$ cat src/common/cache_pkg.sv
`default_nettype none

package cache_pkg;

  // Associativity is fixed by the design.
  localparam int NUM_WAYS = 4;

  // Byte address from the client.
  typedef logic [31:0] addr_t;

  // One cache line holds exactly one of these.
  typedef logic [31:0] word_t;

  // Byte enable, also used for the readable mask of a line.
  typedef logic [3:0] be_t;

  typedef logic [1:0] way_t;

  // Controller states.
  typedef enum logic [2:0] {
    IDLE,
    LOOKUP,
    MEM_WRITE,
    MEM_READ,
    FILL
  } cache_state_e;

endpackage

`default_nettype wire

$ cat src/design/cache_req_in.sv
`default_nettype none

module cache_req_in
  import cache_pkg::*;
(
  input  wire logic  clk,
  input  wire logic  rest,
  input  wire logic  req_valid,
  output logic       req_ready,
  input  wire logic  req_write,
  input  wire addr_t req_addr,
  input  wire be_t   req_be,
  input  wire word_t req_wdata,
  output logic       buf_valid,
  input  wire logic  buf_ready,
  output logic       buf_write,
  output addr_t      buf_addr,
  output be_t        buf_be,
  output word_t      buf_wdata
);

  logic full;

  assign req_ready = !full;
  assign buf_valid = full;

  always_ff @(posedge clk or negedge rest) begin
    if (!rest) begin
      full <= 1'b0;
    end else if (req_valid && req_ready) begin
      full <= 1'b1;
    end else if (full && buf_ready) begin
      full <= 1'b0;
    end
  end

  // Request fields, captured on acceptance.
  always_ff @(posedge clk) begin
    if (req_valid && req_ready) begin
      buf_write <= req_write;
      buf_addr  <= req_addr;
      buf_be    <= req_be;
      buf_wdata <= req_wdata;
    end
  end

  // A request must touch at least one byte.
  assert property (@(posedge clk) disable iff (!rest)
    req_valid && req_ready |-> req_be != '0)
    else $error("request accepted with empty byte enable");

endmodule

`default_nettype wire

$ cat src/cache_core/cache_tag_store.sv
`default_nettype none

module cache_tag_store
  import cache_pkg::*;
#(
  parameter int SET_BITS = 4
) (
  input  wire logic  clk,
  input  wire logic  rest,
  input  wire addr_t lookup_addr,
  output logic       hit,
  output way_t       hit_way,
  output way_t       alloc_way,
  input  wire logic  alloc_en
);

  localparam int TAG_BITS = 30 - SET_BITS;
  localparam int NUM_SETS = 1 << SET_BITS;

  logic [TAG_BITS-1:0] tag_mem [NUM_SETS][NUM_WAYS];
  logic [NUM_WAYS-1:0] valid_mem [NUM_SETS];
  way_t                victim;
  logic [SET_BITS-1:0] set_idx;
  logic [TAG_BITS-1:0] tag;
  logic [NUM_WAYS-1:0] match;
  logic [NUM_WAYS-1:0] set_valid;
  way_t                free_way;

  assign set_idx   = lookup_addr[SET_BITS+1:2];
  assign tag       = lookup_addr[31:SET_BITS+2];
  assign set_valid = valid_mem[set_idx];

  always_comb begin
    match   = '0;
    hit     = 1'b0;
    hit_way = '0;
    for (int w = 0; w < NUM_WAYS; w++) begin
      match[w] = set_valid[w] && (tag_mem[set_idx][w] == tag);
      if (match[w]) begin
        hit     = 1'b1;
        hit_way = way_t'(w);
      end
    end
  end

  // Scan downwards so the lowest invalid way wins.
  always_comb begin
    free_way = '0;
    for (int w = NUM_WAYS - 1; w >= 0; w--) begin
      if (!set_valid[w]) begin
        free_way = way_t'(w);
      end
    end
  end

  // Full set falls back to the round-robin victim.
  assign alloc_way = (&set_valid) ? victim : free_way;

  always_ff @(posedge clk or negedge rest) begin
    if (!rest) begin
      for (int s = 0; s < NUM_SETS; s++) begin
        valid_mem[s] <= '0;
      end
      victim <= '0;
    end else if (alloc_en) begin
      valid_mem[set_idx][alloc_way] <= 1'b1;
      if (&set_valid) begin
        victim <= victim + 2'd1;
      end
    end
  end

  always_ff @(posedge clk) begin
    if (alloc_en) begin
      tag_mem[set_idx][alloc_way] <= tag;
    end
  end

  // A tag lives in at most one way of its set.
  assert property (@(posedge clk) disable iff (!rest) $onehot0(match))
    else $error("tag matches more than one way");

endmodule

`default_nettype wire

$ cat src/cache_core/cache_data_store.sv
`default_nettype none

module cache_data_store
  import cache_pkg::*;
#(
  parameter int SET_BITS = 4
) (
  input  wire logic  clk,
  input  wire logic  rest,
  input  wire addr_t addr,
  input  wire way_t  way,
  output word_t      rd_word,
  output be_t        rd_readable,
  input  wire logic  wr_en,
  input  wire be_t   wr_be,
  input  wire word_t wr_data,
  input  wire logic  fill_en,
  input  wire word_t fill_data,
  input  wire logic  invalidate_en
);

  localparam int NUM_SETS  = 1 << SET_BITS;
  localparam int NUM_BYTES = $bits(be_t);

  word_t               data_mem [NUM_SETS][NUM_WAYS];
  be_t                 readable_mem [NUM_SETS][NUM_WAYS];
  logic [SET_BITS-1:0] set_idx;

  assign set_idx     = addr[SET_BITS+1:2];
  assign rd_word     = data_mem[set_idx][way];
  assign rd_readable = readable_mem[set_idx][way];

  // Refill only touches bytes the cache does not already own.
  always_ff @(posedge clk) begin
    for (int b = 0; b < NUM_BYTES; b++) begin
      if (wr_en && wr_be[b]) begin
        data_mem[set_idx][way][8*b +: 8] <= wr_data[8*b +: 8];
      end else if (fill_en && !rd_readable[b]) begin
        data_mem[set_idx][way][8*b +: 8] <= fill_data[8*b +: 8];
      end
    end
  end

  // Fresh allocation starts with nothing readable.
  always_ff @(posedge clk or negedge rest) begin
    if (!rest) begin
      for (int s = 0; s < NUM_SETS; s++) begin
        for (int w = 0; w < NUM_WAYS; w++) begin
          readable_mem[s][w] <= '0;
        end
      end
    end else if (fill_en) begin
      readable_mem[set_idx][way] <= '1;
    end else if (wr_en || invalidate_en) begin
      readable_mem[set_idx][way] <= (invalidate_en ? '0 : rd_readable) |
                                    (wr_en ? wr_be : '0);
    end
  end

endmodule

`default_nettype wire

$ cat src/cache_core/cache_ctrl.sv
`default_nettype none

module cache_ctrl
  import cache_pkg::*;
#(
  parameter int SET_BITS = 4
) (
  input  wire logic  clk,
  input  wire logic  rest,
  input  wire logic  buf_valid,
  output logic       buf_ready,
  input  wire logic  buf_write,
  input  wire addr_t buf_addr,
  input  wire be_t   buf_be,
  input  wire word_t buf_wdata,
  output addr_t      lookup_addr,
  input  wire logic  hit,
  input  wire way_t  hit_way,
  input  wire way_t  alloc_way,
  output logic       alloc_en,
  output way_t       way,
  input  wire word_t rd_word,
  input  wire be_t   rd_readable,
  output logic       wr_en,
  output be_t        wr_be,
  output word_t      wr_data,
  output logic       fill_en,
  output word_t      fill_data,
  output logic       invalidate_en,
  output logic       rsp_load,
  output word_t      rsp_load_data,
  input  wire logic  rsp_empty,
  output logic       mem_req_valid,
  input  wire logic  mem_req_ready,
  output logic       mem_req_write,
  output addr_t      mem_req_addr,
  output be_t        mem_req_be,
  output word_t      mem_req_wdata,
  input  wire logic  mem_rsp_valid,
  input  wire word_t mem_rsp_data
);

  cache_state_e state;
  cache_state_e state_next;
  logic         req_write;
  addr_t        req_addr;
  be_t          req_be;
  word_t        req_wdata;
  way_t         way_q;
  logic         take;
  logic         readable_ok;
  word_t        fill_merged;

  // Set index plus tag must fit in a word address.
  if (SET_BITS < 1 || SET_BITS > 16) begin : g_bad_set_bits
    $error("SET_BITS out of range");
  end

  // Only start when a read result has somewhere to go.
  assign buf_ready   = (state == IDLE) && rsp_empty;
  assign take        = buf_valid && buf_ready;
  assign lookup_addr = req_addr;
  assign readable_ok = hit && ((rd_readable & req_be) == req_be);

  assign alloc_en      = (state == LOOKUP) && !hit;
  assign invalidate_en = alloc_en;
  assign way           = (state == LOOKUP) ? (hit ? hit_way : alloc_way) : way_q;
  assign wr_en         = (state == LOOKUP) && req_write;
  assign wr_be         = req_be;
  assign wr_data       = req_wdata;
  assign fill_en       = (state == FILL) && mem_rsp_valid;
  assign fill_data     = mem_rsp_data;

  // Cached readable bytes win over memory.
  always_comb begin
    for (int b = 0; b < $bits(be_t); b++) begin
      fill_merged[8*b +: 8] = rd_readable[b] ? rd_word[8*b +: 8] : mem_rsp_data[8*b +: 8];
    end
  end

  assign rsp_load      = ((state == LOOKUP) && !req_write && readable_ok) || fill_en;
  assign rsp_load_data = (state == FILL) ? fill_merged : rd_word;

  assign mem_req_valid = (state == MEM_WRITE) || (state == MEM_READ);
  assign mem_req_write = (state == MEM_WRITE);
  assign mem_req_addr  = {req_addr[31:2], 2'b00};
  assign mem_req_be    = (state == MEM_WRITE) ? req_be : '1;
  assign mem_req_wdata = req_wdata;

  always_comb begin
    state_next = state;
    case (state)
      IDLE: begin
        if (take) begin
          state_next = LOOKUP;
        end
      end
      LOOKUP: begin
        if (req_write) begin
          state_next = MEM_WRITE;
        end else if (readable_ok) begin
          state_next = IDLE;
        end else begin
          state_next = MEM_READ;
        end
      end
      MEM_WRITE: begin
        if (mem_req_ready) begin
          state_next = IDLE;
        end
      end
      MEM_READ: begin
        if (mem_req_ready) begin
          state_next = FILL;
        end
      end
      FILL: begin
        if (mem_rsp_valid) begin
          state_next = IDLE;
        end
      end
      default: state_next = IDLE;
    endcase
  end

  always_ff @(posedge clk or negedge rest) begin
    if (!rest) begin
      state <= IDLE;
    end else begin
      state <= state_next;
    end
  end

  always_ff @(posedge clk) begin
    if (take) begin
      req_write <= buf_write;
      req_addr  <= buf_addr;
      req_be    <= buf_be;
      req_wdata <= buf_wdata;
    end
    if (state == LOOKUP) begin
      way_q <= way;
    end
  end

  // Stalled memory command stays put.
  assert property (@(posedge clk) disable iff (!rest)
    mem_req_valid && !mem_req_ready |=>
      mem_req_valid && $stable(mem_req_write) && $stable(mem_req_addr))
    else $error("memory request dropped or changed before acceptance");

  // The refilled line is present in the tag store at the chosen way.
  assert property (@(posedge clk) disable iff (!rest)
    state == FILL |-> hit && hit_way == way_q)
    else $error("refill way not present in tag store");

endmodule

`default_nettype wire

$ cat src/design/cache_rsp_out.sv
`default_nettype none

module cache_rsp_out
  import cache_pkg::*;
(
  input  wire logic  clk,
  input  wire logic  rest,
  input  wire logic  rsp_load,
  input  wire word_t rsp_load_data,
  output logic       rsp_empty,
  output logic       rsp_valid,
  input  wire logic  rsp_ready,
  output word_t      rsp_data
);

  assign rsp_empty = !rsp_valid;

  always_ff @(posedge clk or negedge rest) begin
    if (!rest) begin
      rsp_valid <= 1'b0;
    end else if (rsp_load && rsp_empty) begin
      rsp_valid <= 1'b1;
    end else if (rsp_ready) begin
      rsp_valid <= 1'b0;
    end
  end

  always_ff @(posedge clk) begin
    if (rsp_load && rsp_empty) begin
      rsp_data <= rsp_load_data;
    end
  end

  // Held response must not change under back-pressure.
  assert property (@(posedge clk) disable iff (!rest)
    rsp_valid && !rsp_ready |=> rsp_valid && $stable(rsp_data))
    else $error("response changed while waiting for the client");

endmodule

`default_nettype wire

$ cat src/design/cache_top.sv
`default_nettype none

module cache_top
  import cache_pkg::*;
#(
  parameter int SET_BITS = 4
) (
  input  wire logic  clk,
  input  wire logic  rest,
  input  wire logic  req_valid,
  output logic       req_ready,
  input  wire logic  req_write,
  input  wire addr_t req_addr,
  input  wire be_t   req_be,
  input  wire word_t req_wdata,
  output logic       rsp_valid,
  input  wire logic  rsp_ready,
  output word_t      rsp_data,
  output logic       mem_req_valid,
  input  wire logic  mem_req_ready,
  output logic       mem_req_write,
  output addr_t      mem_req_addr,
  output be_t        mem_req_be,
  output word_t      mem_req_wdata,
  input  wire logic  mem_rsp_valid,
  input  wire word_t mem_rsp_data
);

  logic  buf_valid;
  logic  buf_ready;
  logic  buf_write;
  addr_t buf_addr;
  be_t   buf_be;
  word_t buf_wdata;
  addr_t lookup_addr;
  logic  hit;
  way_t  hit_way;
  way_t  alloc_way;
  logic  alloc_en;
  way_t  way;
  word_t rd_word;
  be_t   rd_readable;
  logic  wr_en;
  be_t   wr_be;
  word_t wr_data;
  logic  fill_en;
  word_t fill_data;
  logic  invalidate_en;
  logic  rsp_load;
  word_t rsp_load_data;
  logic  rsp_empty;

  cache_req_in u_req_in (
    .clk       (clk),
    .rest      (rest),
    .req_valid (req_valid),
    .req_ready (req_ready),
    .req_write (req_write),
    .req_addr  (req_addr),
    .req_be    (req_be),
    .req_wdata (req_wdata),
    .buf_valid (buf_valid),
    .buf_ready (buf_ready),
    .buf_write (buf_write),
    .buf_addr  (buf_addr),
    .buf_be    (buf_be),
    .buf_wdata (buf_wdata)
  );

  cache_ctrl #(
    .SET_BITS (SET_BITS)
  ) u_ctrl (
    .clk           (clk),
    .rest          (rest),
    .buf_valid     (buf_valid),
    .buf_ready     (buf_ready),
    .buf_write     (buf_write),
    .buf_addr      (buf_addr),
    .buf_be        (buf_be),
    .buf_wdata     (buf_wdata),
    .lookup_addr   (lookup_addr),
    .hit           (hit),
    .hit_way       (hit_way),
    .alloc_way     (alloc_way),
    .alloc_en      (alloc_en),
    .way           (way),
    .rd_word       (rd_word),
    .rd_readable   (rd_readable),
    .wr_en         (wr_en),
    .wr_be         (wr_be),
    .wr_data       (wr_data),
    .fill_en       (fill_en),
    .fill_data     (fill_data),
    .invalidate_en (invalidate_en),
    .rsp_load      (rsp_load),
    .rsp_load_data (rsp_load_data),
    .rsp_empty     (rsp_empty),
    .mem_req_valid (mem_req_valid),
    .mem_req_ready (mem_req_ready),
    .mem_req_write (mem_req_write),
    .mem_req_addr  (mem_req_addr),
    .mem_req_be    (mem_req_be),
    .mem_req_wdata (mem_req_wdata),
    .mem_rsp_valid (mem_rsp_valid),
    .mem_rsp_data  (mem_rsp_data)
  );

  cache_tag_store #(
    .SET_BITS (SET_BITS)
  ) u_tag_store (
    .clk         (clk),
    .rest        (rest),
    .lookup_addr (lookup_addr),
    .hit         (hit),
    .hit_way     (hit_way),
    .alloc_way   (alloc_way),
    .alloc_en    (alloc_en)
  );

  // Data store sees the same request address as the tag store.
  cache_data_store #(
    .SET_BITS (SET_BITS)
  ) u_data_store (
    .clk           (clk),
    .rest          (rest),
    .addr          (lookup_addr),
    .way           (way),
    .rd_word       (rd_word),
    .rd_readable   (rd_readable),
    .wr_en         (wr_en),
    .wr_be         (wr_be),
    .wr_data       (wr_data),
    .fill_en       (fill_en),
    .fill_data     (fill_data),
    .invalidate_en (invalidate_en)
  );

  cache_rsp_out u_rsp_out (
    .clk           (clk),
    .rest          (rest),
    .rsp_load      (rsp_load),
    .rsp_load_data (rsp_load_data),
    .rsp_empty     (rsp_empty),
    .rsp_valid     (rsp_valid),
    .rsp_ready     (rsp_ready),
    .rsp_data      (rsp_data)
  );

endmodule

`default_nettype wire

$ cat config.mk
export PLATFORM = sky130hd
export DESIGN_NAME = cache_top
export DESIGN_NICKNAME = d
export VERILOG_FILES = /design/src/common/cache_pkg.sv /design/src/design/cache_req_in.sv /design/src/cache_core/cache_tag_store.sv /design/src/cache_core/cache_data_store.sv /design/src/cache_core/cache_ctrl.sv /design/src/design/cache_rsp_out.sv /design/src/design/cache_top.sv
export SDC_FILE = /design/constraint.sdc
export NUM_CORES = 2
export LEC_CHECK = 0
export ABC_AREA = 1
export CORE_MARGIN = 2
export CORE_UTILIZATION = 40
export CTS_CLUSTER_SIZE = 20
export DETAILED_ROUTE_END_ITERATION = 10
export DONT_BUFFER_PORTS = 1
export PLACE_DENSITY = 0.61
export SLEW_MARGIN = 40
export SYNTH_ARGS = -nofsm -noshare
export SYNTH_HDL_FRONTEND = slang
export SYNTH_SLANG_ARGS = --single-unit
$ cat constraint.sdc
create_clock -name clk -period 8 [get_ports clk]
set_input_delay 0.4 -clock clk [delete_from_list [all_inputs] [get_ports clk]]
set_output_delay 0.4 -clock clk [all_outputs]
set_load 0.1 [all_outputs]
Word level (Yosys, flattened, before mapping)
Memory sizes are Yosys's and may differ from the RTL's. A register that Yosys moved wholly into a read port is not among the register bits.
Index checks and enable logic that the tools add are counted.
Widths: inputs -> output; s select.
{"block": "word_totals", "reg_bits": 499, "mem_bits_rw": 3712, "input_bits": 107, "output_inout_bits": 104, "word_cells": 2051, "memories": 2}
{"block": "classes", "addsub": 1, "magnitude_cmp": 8, "n_eq_ne": 13, "mux": 986, "n_bitwise": 903, "reduce_logical": 44}
{"memory": "u_data_store.data_mem", "depth": 16, "word_bits": 128, "rd": 1, "rd_clocked_by_memory_dff": 1, "write_ports": 1, "line": "cache_data_store.sv:25", "text": "word_t data_mem [NUM_SETS][NUM_WAYS];"}
{"memory": "u_tag_store.tag_mem", "depth": 16, "word_bits": 104, "rd": 1, "rd_clocked_by_memory_dff": 1, "write_ports": 1, "line": "cache_tag_store.sv:20", "text": "logic [TAG_BITS-1:0] tag_mem [NUM_SETS][NUM_WAYS];"}
{"op": "$mux 128", "n": 8}
{"op": "$mux 1", "n": 919}
{"op": "$or 1x1->1", "n": 896}
{"op": "$mux 256", "n": 2}
{"op": "$bwmux 256", "n": 1}
{"op": "$demux 32 s2", "n": 4}
{"op": "$or 256x256->256", "n": 1}
{"op": "$mux 32", "n": 4}
{"op": "$eq 26x26->1", "n": 4}
{"op": "$mux 104", "n": 1}
{"op": "$bmux 16 s4", "n": 1}
{"op": "$bmux 32 s2", "n": 1}
{"op": "$demux 16 s4", "n": 1}
{"op": "$mux 16", "n": 4}
{"op": "$or 64x64->64", "n": 1}
{"op": "$demux 26 s2", "n": 1}
{"op": "$mux 4", "n": 11}
{"op": "$mux 8", "n": 5}
{"op": "$logic_and 1x1->1", "n": 26}
{"op": "$mux 26", "n": 1}
{"op": "$mux 24", "n": 1}
{"op": "$mux 2", "n": 10}
{"op": "$bmux 4 s4", "n": 1}
{"op": "$demux 4 s4", "n": 1}
{"op": "28 further kinds", "n": 50}

Depth between registers and ports, before layout
{"block": "logic_depth", "depth_word": 27, "ltp_mapped": 35, "ltp_nobuf": 31}

Modules after synthesis
Synthesis repeated with hierarchy kept, for this count alone.
{"block": "hier_totals", "cells_unflattened": 15060, "hier_area_um2": 173433.8}
{"module": "cache_data_store", "instances": 1, "cells_per_inst": 7871, "area_per_inst_um2": 95081.2, "seq_area_each_um2": 67905.1}
{"module": "cache_tag_store", "instances": 1, "cells_per_inst": 6725, "area_per_inst_um2": 71437.3, "seq_area_each_um2": 51619.5}
{"module": "cache_ctrl", "instances": 1, "cells_per_inst": 349, "area_per_inst_um2": 3777.4, "seq_area_each_um2": 2207.1}
{"module": "cache_req_in", "instances": 1, "cells_per_inst": 76, "area_per_inst_um2": 2124.5, "seq_area_each_um2": 2097.0}
{"module": "cache_rsp_out", "instances": 1, "cells_per_inst": 39, "area_per_inst_um2": 1013.5, "seq_area_each_um2": 985.9}

Least setup slack after synthesis
No wires, ideal clock.
{"block": "synth_timing", "path_type": "reg-to-reg", "startpoint": "reg u_rsp_out.rsp_valid", "endpoint": "reg u_ctrl.state[2]", "setup_time_ns": 0.116, "arrival_ns": 6.775, "required_time_ns": 7.884, "slack_ns": 1.110, "path_stages_with_launch": 4, "path_buffers": 0, "period_less_slack_ns": 6.890, "cell_sequence": "dfrtp_1 > nor3_1 > o211ai_1 > o31ai_1"}
{"block": "synth_via", "elab_chain_len": 5}
{"item": "start: declaration", "line": "cache_rsp_out.sv:11", "text": "output logic rsp_valid,"}
{"item": "start signal: assignment", "line": "cache_rsp_out.sv:20", "text": "rsp_valid <= 1'b0;"}
{"item": "start signal: assignment", "line": "cache_rsp_out.sv:22", "text": "rsp_valid <= 1'b1;"}
{"item": "start signal: assignment", "line": "cache_rsp_out.sv:24", "text": "rsp_valid <= 1'b0;"}
{"item": "$logic_not 1->1", "line": "cache_rsp_out.sv:16", "text": "assign rsp_empty = !rsp_valid;"}
{"item": "$logic_and 1x1->1", "line": "cache_ctrl.sv:60", "text": "assign buf_ready = (state == IDLE) && rsp_empty;"}
{"item": "$logic_and 1x1->1", "line": "cache_ctrl.sv:61", "text": "assign take = buf_valid && buf_ready;"}
{"item": "named net u_ctrl.take", "line": "cache_ctrl.sv:50", "text": "logic take;"}
{"item": "$ne 2x1->1 (no source line)"}
{"item": "$reduce_and 4->1 (no source line)"}
{"item": "end signal: assignment", "line": "cache_ctrl.sv:130", "text": "state <= state_next;"}
{"item": "end: declaration", "line": "cache_ctrl.sv:43", "text": "cache_state_e state;"}
The timed path passes the listed nets, and every way through them passes these cells.
A chain may end at the register's enable or synchronous reset.

==> flow_metrics.env <==
export IMPL_status="finished clean"
export IMPL_root_buffer="clkbuf_16"
export IMPL_syn_area_mm2=0.174
export IMPL_h_tree_depth=5
export IMPL_synth_edf_count=3880
export IMPL_coreArea_mm2=0.434
export IMPL_drc_errors=0
export IMPL_design_die_area_mm2=0.440
export IMPL_wl_um=525000
export IMPL_rows=242
export IMPL_final_util_pct=45.9
export IMPL_met3_usage_pct=4.31
export IMPL_max_cap_violations=0
export IMPL_drive_above_1_share_pct=10.3
export IMPL_grt_busiest_layer="met2"
export IMPL_synth_seq_cells=4211
export IMPL_clkTransAtPathRegs_ps=60
export IMPL_grt_max_degree=328
export IMPL_path_common_cell="nand2_1"
export IMPL_synthCells=14900
export IMPL_finalHoldViolCount=0
export IMPL_synth_adder_area_share_pct=0
export IMPL_synth_distinct_cells=50
export IMPL_hold_path_class="in -> reg"
export IMPL_met1_usage_pct=31.4
export IMPL_synthMuxAreaShare_pct=0.341
export IMPL_p_leak_nw=70.5
export IMPL_met2_usage_pct=35.9
export IMPL_clock_latency_ps=1020
export IMPL_yosys_warnings=0
export IMPL_synthXorXnorAreaFrac_pct=0.0101
export IMPL_grt_pass1_vias=110000
export IMPL_setup_viol=0
export IMPL_vdd_drop_max_mv=0.693
export IMPL_initial_utilization_pct=40.1
export IMPL_die_x_um=663
export IMPL_startpoint_type="register"
export IMPL_synth_top_cell_area_share_pct=67.0
export IMPL_gr_total_overflow=0
export IMPL_synth_top_family_by_area="simple AND/OR/NAND/NOR gates"
export IMPL_syn2layout_area_growth_pct=14.4
export IMPL_fin_crit_sh_pct=85.2
export IMPL_ios=211
export IMPL_cts_resized_gates=0
export IMPL_critPathMaxStageDelay_ps=980
export IMPL_path_buf_inv=6
export IMPL_yosys_area_share_simple_pct=14.6
export IMPL_period_minus_slack_ps=6810
export IMPL_cts_buffers=423
export IMPL_synth_common_cells="edfxtp_1 (3,880), nand2_1 (2,857), nor2_1 (1,812)"
export IMPL_cp_arrival_ps=7450
export IMPL_clkSinkCount=4211
export IMPL_skew_ps=84.7
export IMPL_synth_flop_cell="edfxtp_1"
export IMPL_antenna_found_initial=22
export IMPL_finalNetCount=15200
export IMPL_num_vias=118000
export IMPL_nFillCells=38600
export IMPL_slew_headroom_pct=32.5
export IMPL_first_pass_iters=8
export IMPL_cp_end_kind="register"
export IMPL_path_cells="inv_8, buf_12, nand2_1, nand3_1, nand2_1, nand2_1, nand3_1, nand2_1, nand2_1, nand2_1, nor2_1, nand4_1, nor2_1, nand2_1, nand3_1, nand2_1, nand2_1, buf_4, inv_2, nor2_4, inv_4, nor2_1, clkinv_1, nor2_1"
export IMPL_die_h_um=663
export IMPL_synth_area_leaders="edfxtp_1 (67%), nand2_1 (6.2%), dfrtp_1 (4.7%), o21ai_0 (4.3%), nor2_1 (3.9%)"
export IMPL_crit_family="simple AND/OR/NAND/NOR gates"
export IMPL_hpwl_um=305000
export IMPL_place_gp_congestion=0.885
export IMPL_port_buffers=0
export IMPL_crit_slowest_cell="nor2_1"
export IMPL_grt_pass1_wl_um=754000
export IMPL_critPathRequiredTime_ps=8630
export IMPL_yosysMostFrequentCell="edfxtp_1"
export IMPL_fmax_ghz=0.147
export IMPL_gr_usage_all_layers_pct=23.0
export IMPL_synth_area_leader_cell="edfxtp_1"
export IMPL_drtIter0Drc=14000
export IMPL_tritoncts="built"
export IMPL_final_antenna_net_count=0
export IMPL_async_reset_ff_share_pct=7.77
export IMPL_maxSlewViolCount=0
export IMPL_power_density_mw_per_mm2=385
export IMPL_seq_area_frac_synth_pct=71.8
export IMPL_tightest_slew_ps=1010
export IMPL_synth_compound_area_share_pct=8.88
export IMPL_path_class="reg -> reg"
export IMPL_setup_tns_final_ps=0
export IMPL_routed_via_density=5.56
export IMPL_cp_max_fo=88
export IMPL_grt_setup_unrepaired="false"
export IMPL_syn_area_per_cell_um2=11.6
export IMPL_clock_path_buffers=4
export IMPL_wire_per_inst_um=24.8
-- sequential cells by signal, indices dropped and copies added (netlist names), named ones only --
register and count:
u_data_store.data_mem 2048, u_tag_store.tag_mem 1664, u_data_store.readable_mem 256, u_tag_store.valid_mem 64, u_ctrl.mem_req_wdata 32, u_req_in.buf_wdata 32
u_rsp_out.rsp_data 32, u_ctrl.lookup_addr 30, u_req_in.buf_addr 30, u_ctrl.wr_be 4, u_req_in.buf_be 4, u_ctrl.state 3
u_ctrl.way_q 2, u_tag_store.victim 2, u_ctrl.req_write 1, u_req_in.buf_valid 1, u_req_in.buf_write 1, u_rsp_out.rsp_valid 1
-- per-layer routing --
| metal | up-vias | wire (um) |
|---|---|---|
| li1 | 53200 | - |
| met1 | 58400 | 213000 |
| met2 | 5333 | 240000 |
| met3 | 918 | 47700 |
| met4 | 2 | 24200 |
| met5 | - | 13 |
-- layout make-up --
class | count | area (um2) | area share (%)
diodes | 20 | 50.0 | 0.0252
well taps | 5734 | 7170 | 3.61
multi-input cells | 8877 | 42700 | 21.5
flip-flops and latches | 4211 | 125000 | 62.8
clock inverters | 227 | 1960 | 0.987
repair buffers | 627 | 7330 | 3.69
inverters | 930 | 3530 | 1.78
clock buffers | 550 | 11300 | 5.68
-- power breakdown --
| group | internal (mW) | switching [mW] |
|---|---|---|
| sequential | 27.1 | 0.650 |
| clock | 10.7 | 8.52 |
| combinational | 7.61 | 22.0 |
| total | 45.3 | 31.2 |
-- repair_timing --
item	CTS	global route
hold buffers	147	1
endpoints found under the hold margin	2501	1
buffers inserted	0	0
-- metrics by stage --
stage               setup WS, ps  hold slack, ps  power (mW)  std cells  area [um2]
floorplan                   1110             104        46.3      14900      174000
global placement            1300             123        56.2      20100      181000
detailed placement          1680             122        57.0      20200      184000
CTS                         1580           0.881        76.2      21100      198000
global route                1080            20.8        79.8      21200      199000
finish                      1190            33.5        76.5      21200      199000
-- kinds of logic after synthesis --
kind of cell | Yosys count
AOI/OAI and AO/OA | 2637
and+or+nand+nor | 6179
buffers and inverters | 1859
muxes | 57
xor gates and xnor gates | 2
DFF | 4211
other | 1
-- final timing paths --
check / start / endpoint / slack [ps] / cells past startpoint
worst max-delay path: register / u_data_store.data_mem[8][83] / 1190 / 24
worst min-delay path: req_wdata[12] / u_req_in.buf_wdata[12] / 30 / 1
worst max register to register: register / u_data_store.data_mem[8][83] / 1190 / 24
worst min register to register: u_req_in.buf_addr[28] / u_ctrl.lookup_addr[28] / 390 / 0
max in group asynchronous: rest / u_tag_store.valid_mem[18] / 5730 / 6
min in group asynchronous: rest / u_rsp_out.rsp_valid / 350 / 3
-- cells in the final DEF, fill, tap and decap left out, types with 20 or more instances in the layout --
| master | instances |
|---|---|
| nand3_1 | 1319 |
| clkbuf_16 | 429 |
| o221ai_1 | 167 |
| o21ai_0 | 1470 |
| nor2_1 | 1549 |
| diode_2 | 20 |
| o211ai_1 | 89 |
| a22oi_1 | 256 |
| inv_2 | 56 |
| dlygate4sd3_1 | 147 |
| buf_12 | 50 |
| o21ai_2 | 34 |
| a21oi_1 | 31 |
| inv_1 | 855 |
| mux2i_1 | 39 |
| nor2_4 | 81 |
| clkinv_2 | 85 |
| or2_2 | 69 |
| clkbuf_1 | 109 |
| clkinv_1 | 97 |
| nand4_1 | 48 |
| nor2_2 | 235 |
| buf_8 | 38 |
| buf_16 | 64 |
| bufinv_16 | 22 |
| edfxtp_1 | 3880 |
| o21ai_1 | 40 |
| dfrtp_1 | 327 |
| buf_4 | 298 |
| o22ai_1 | 517 |
| nand2_1 | 2847 |
(Power assumes the default switching activity.)
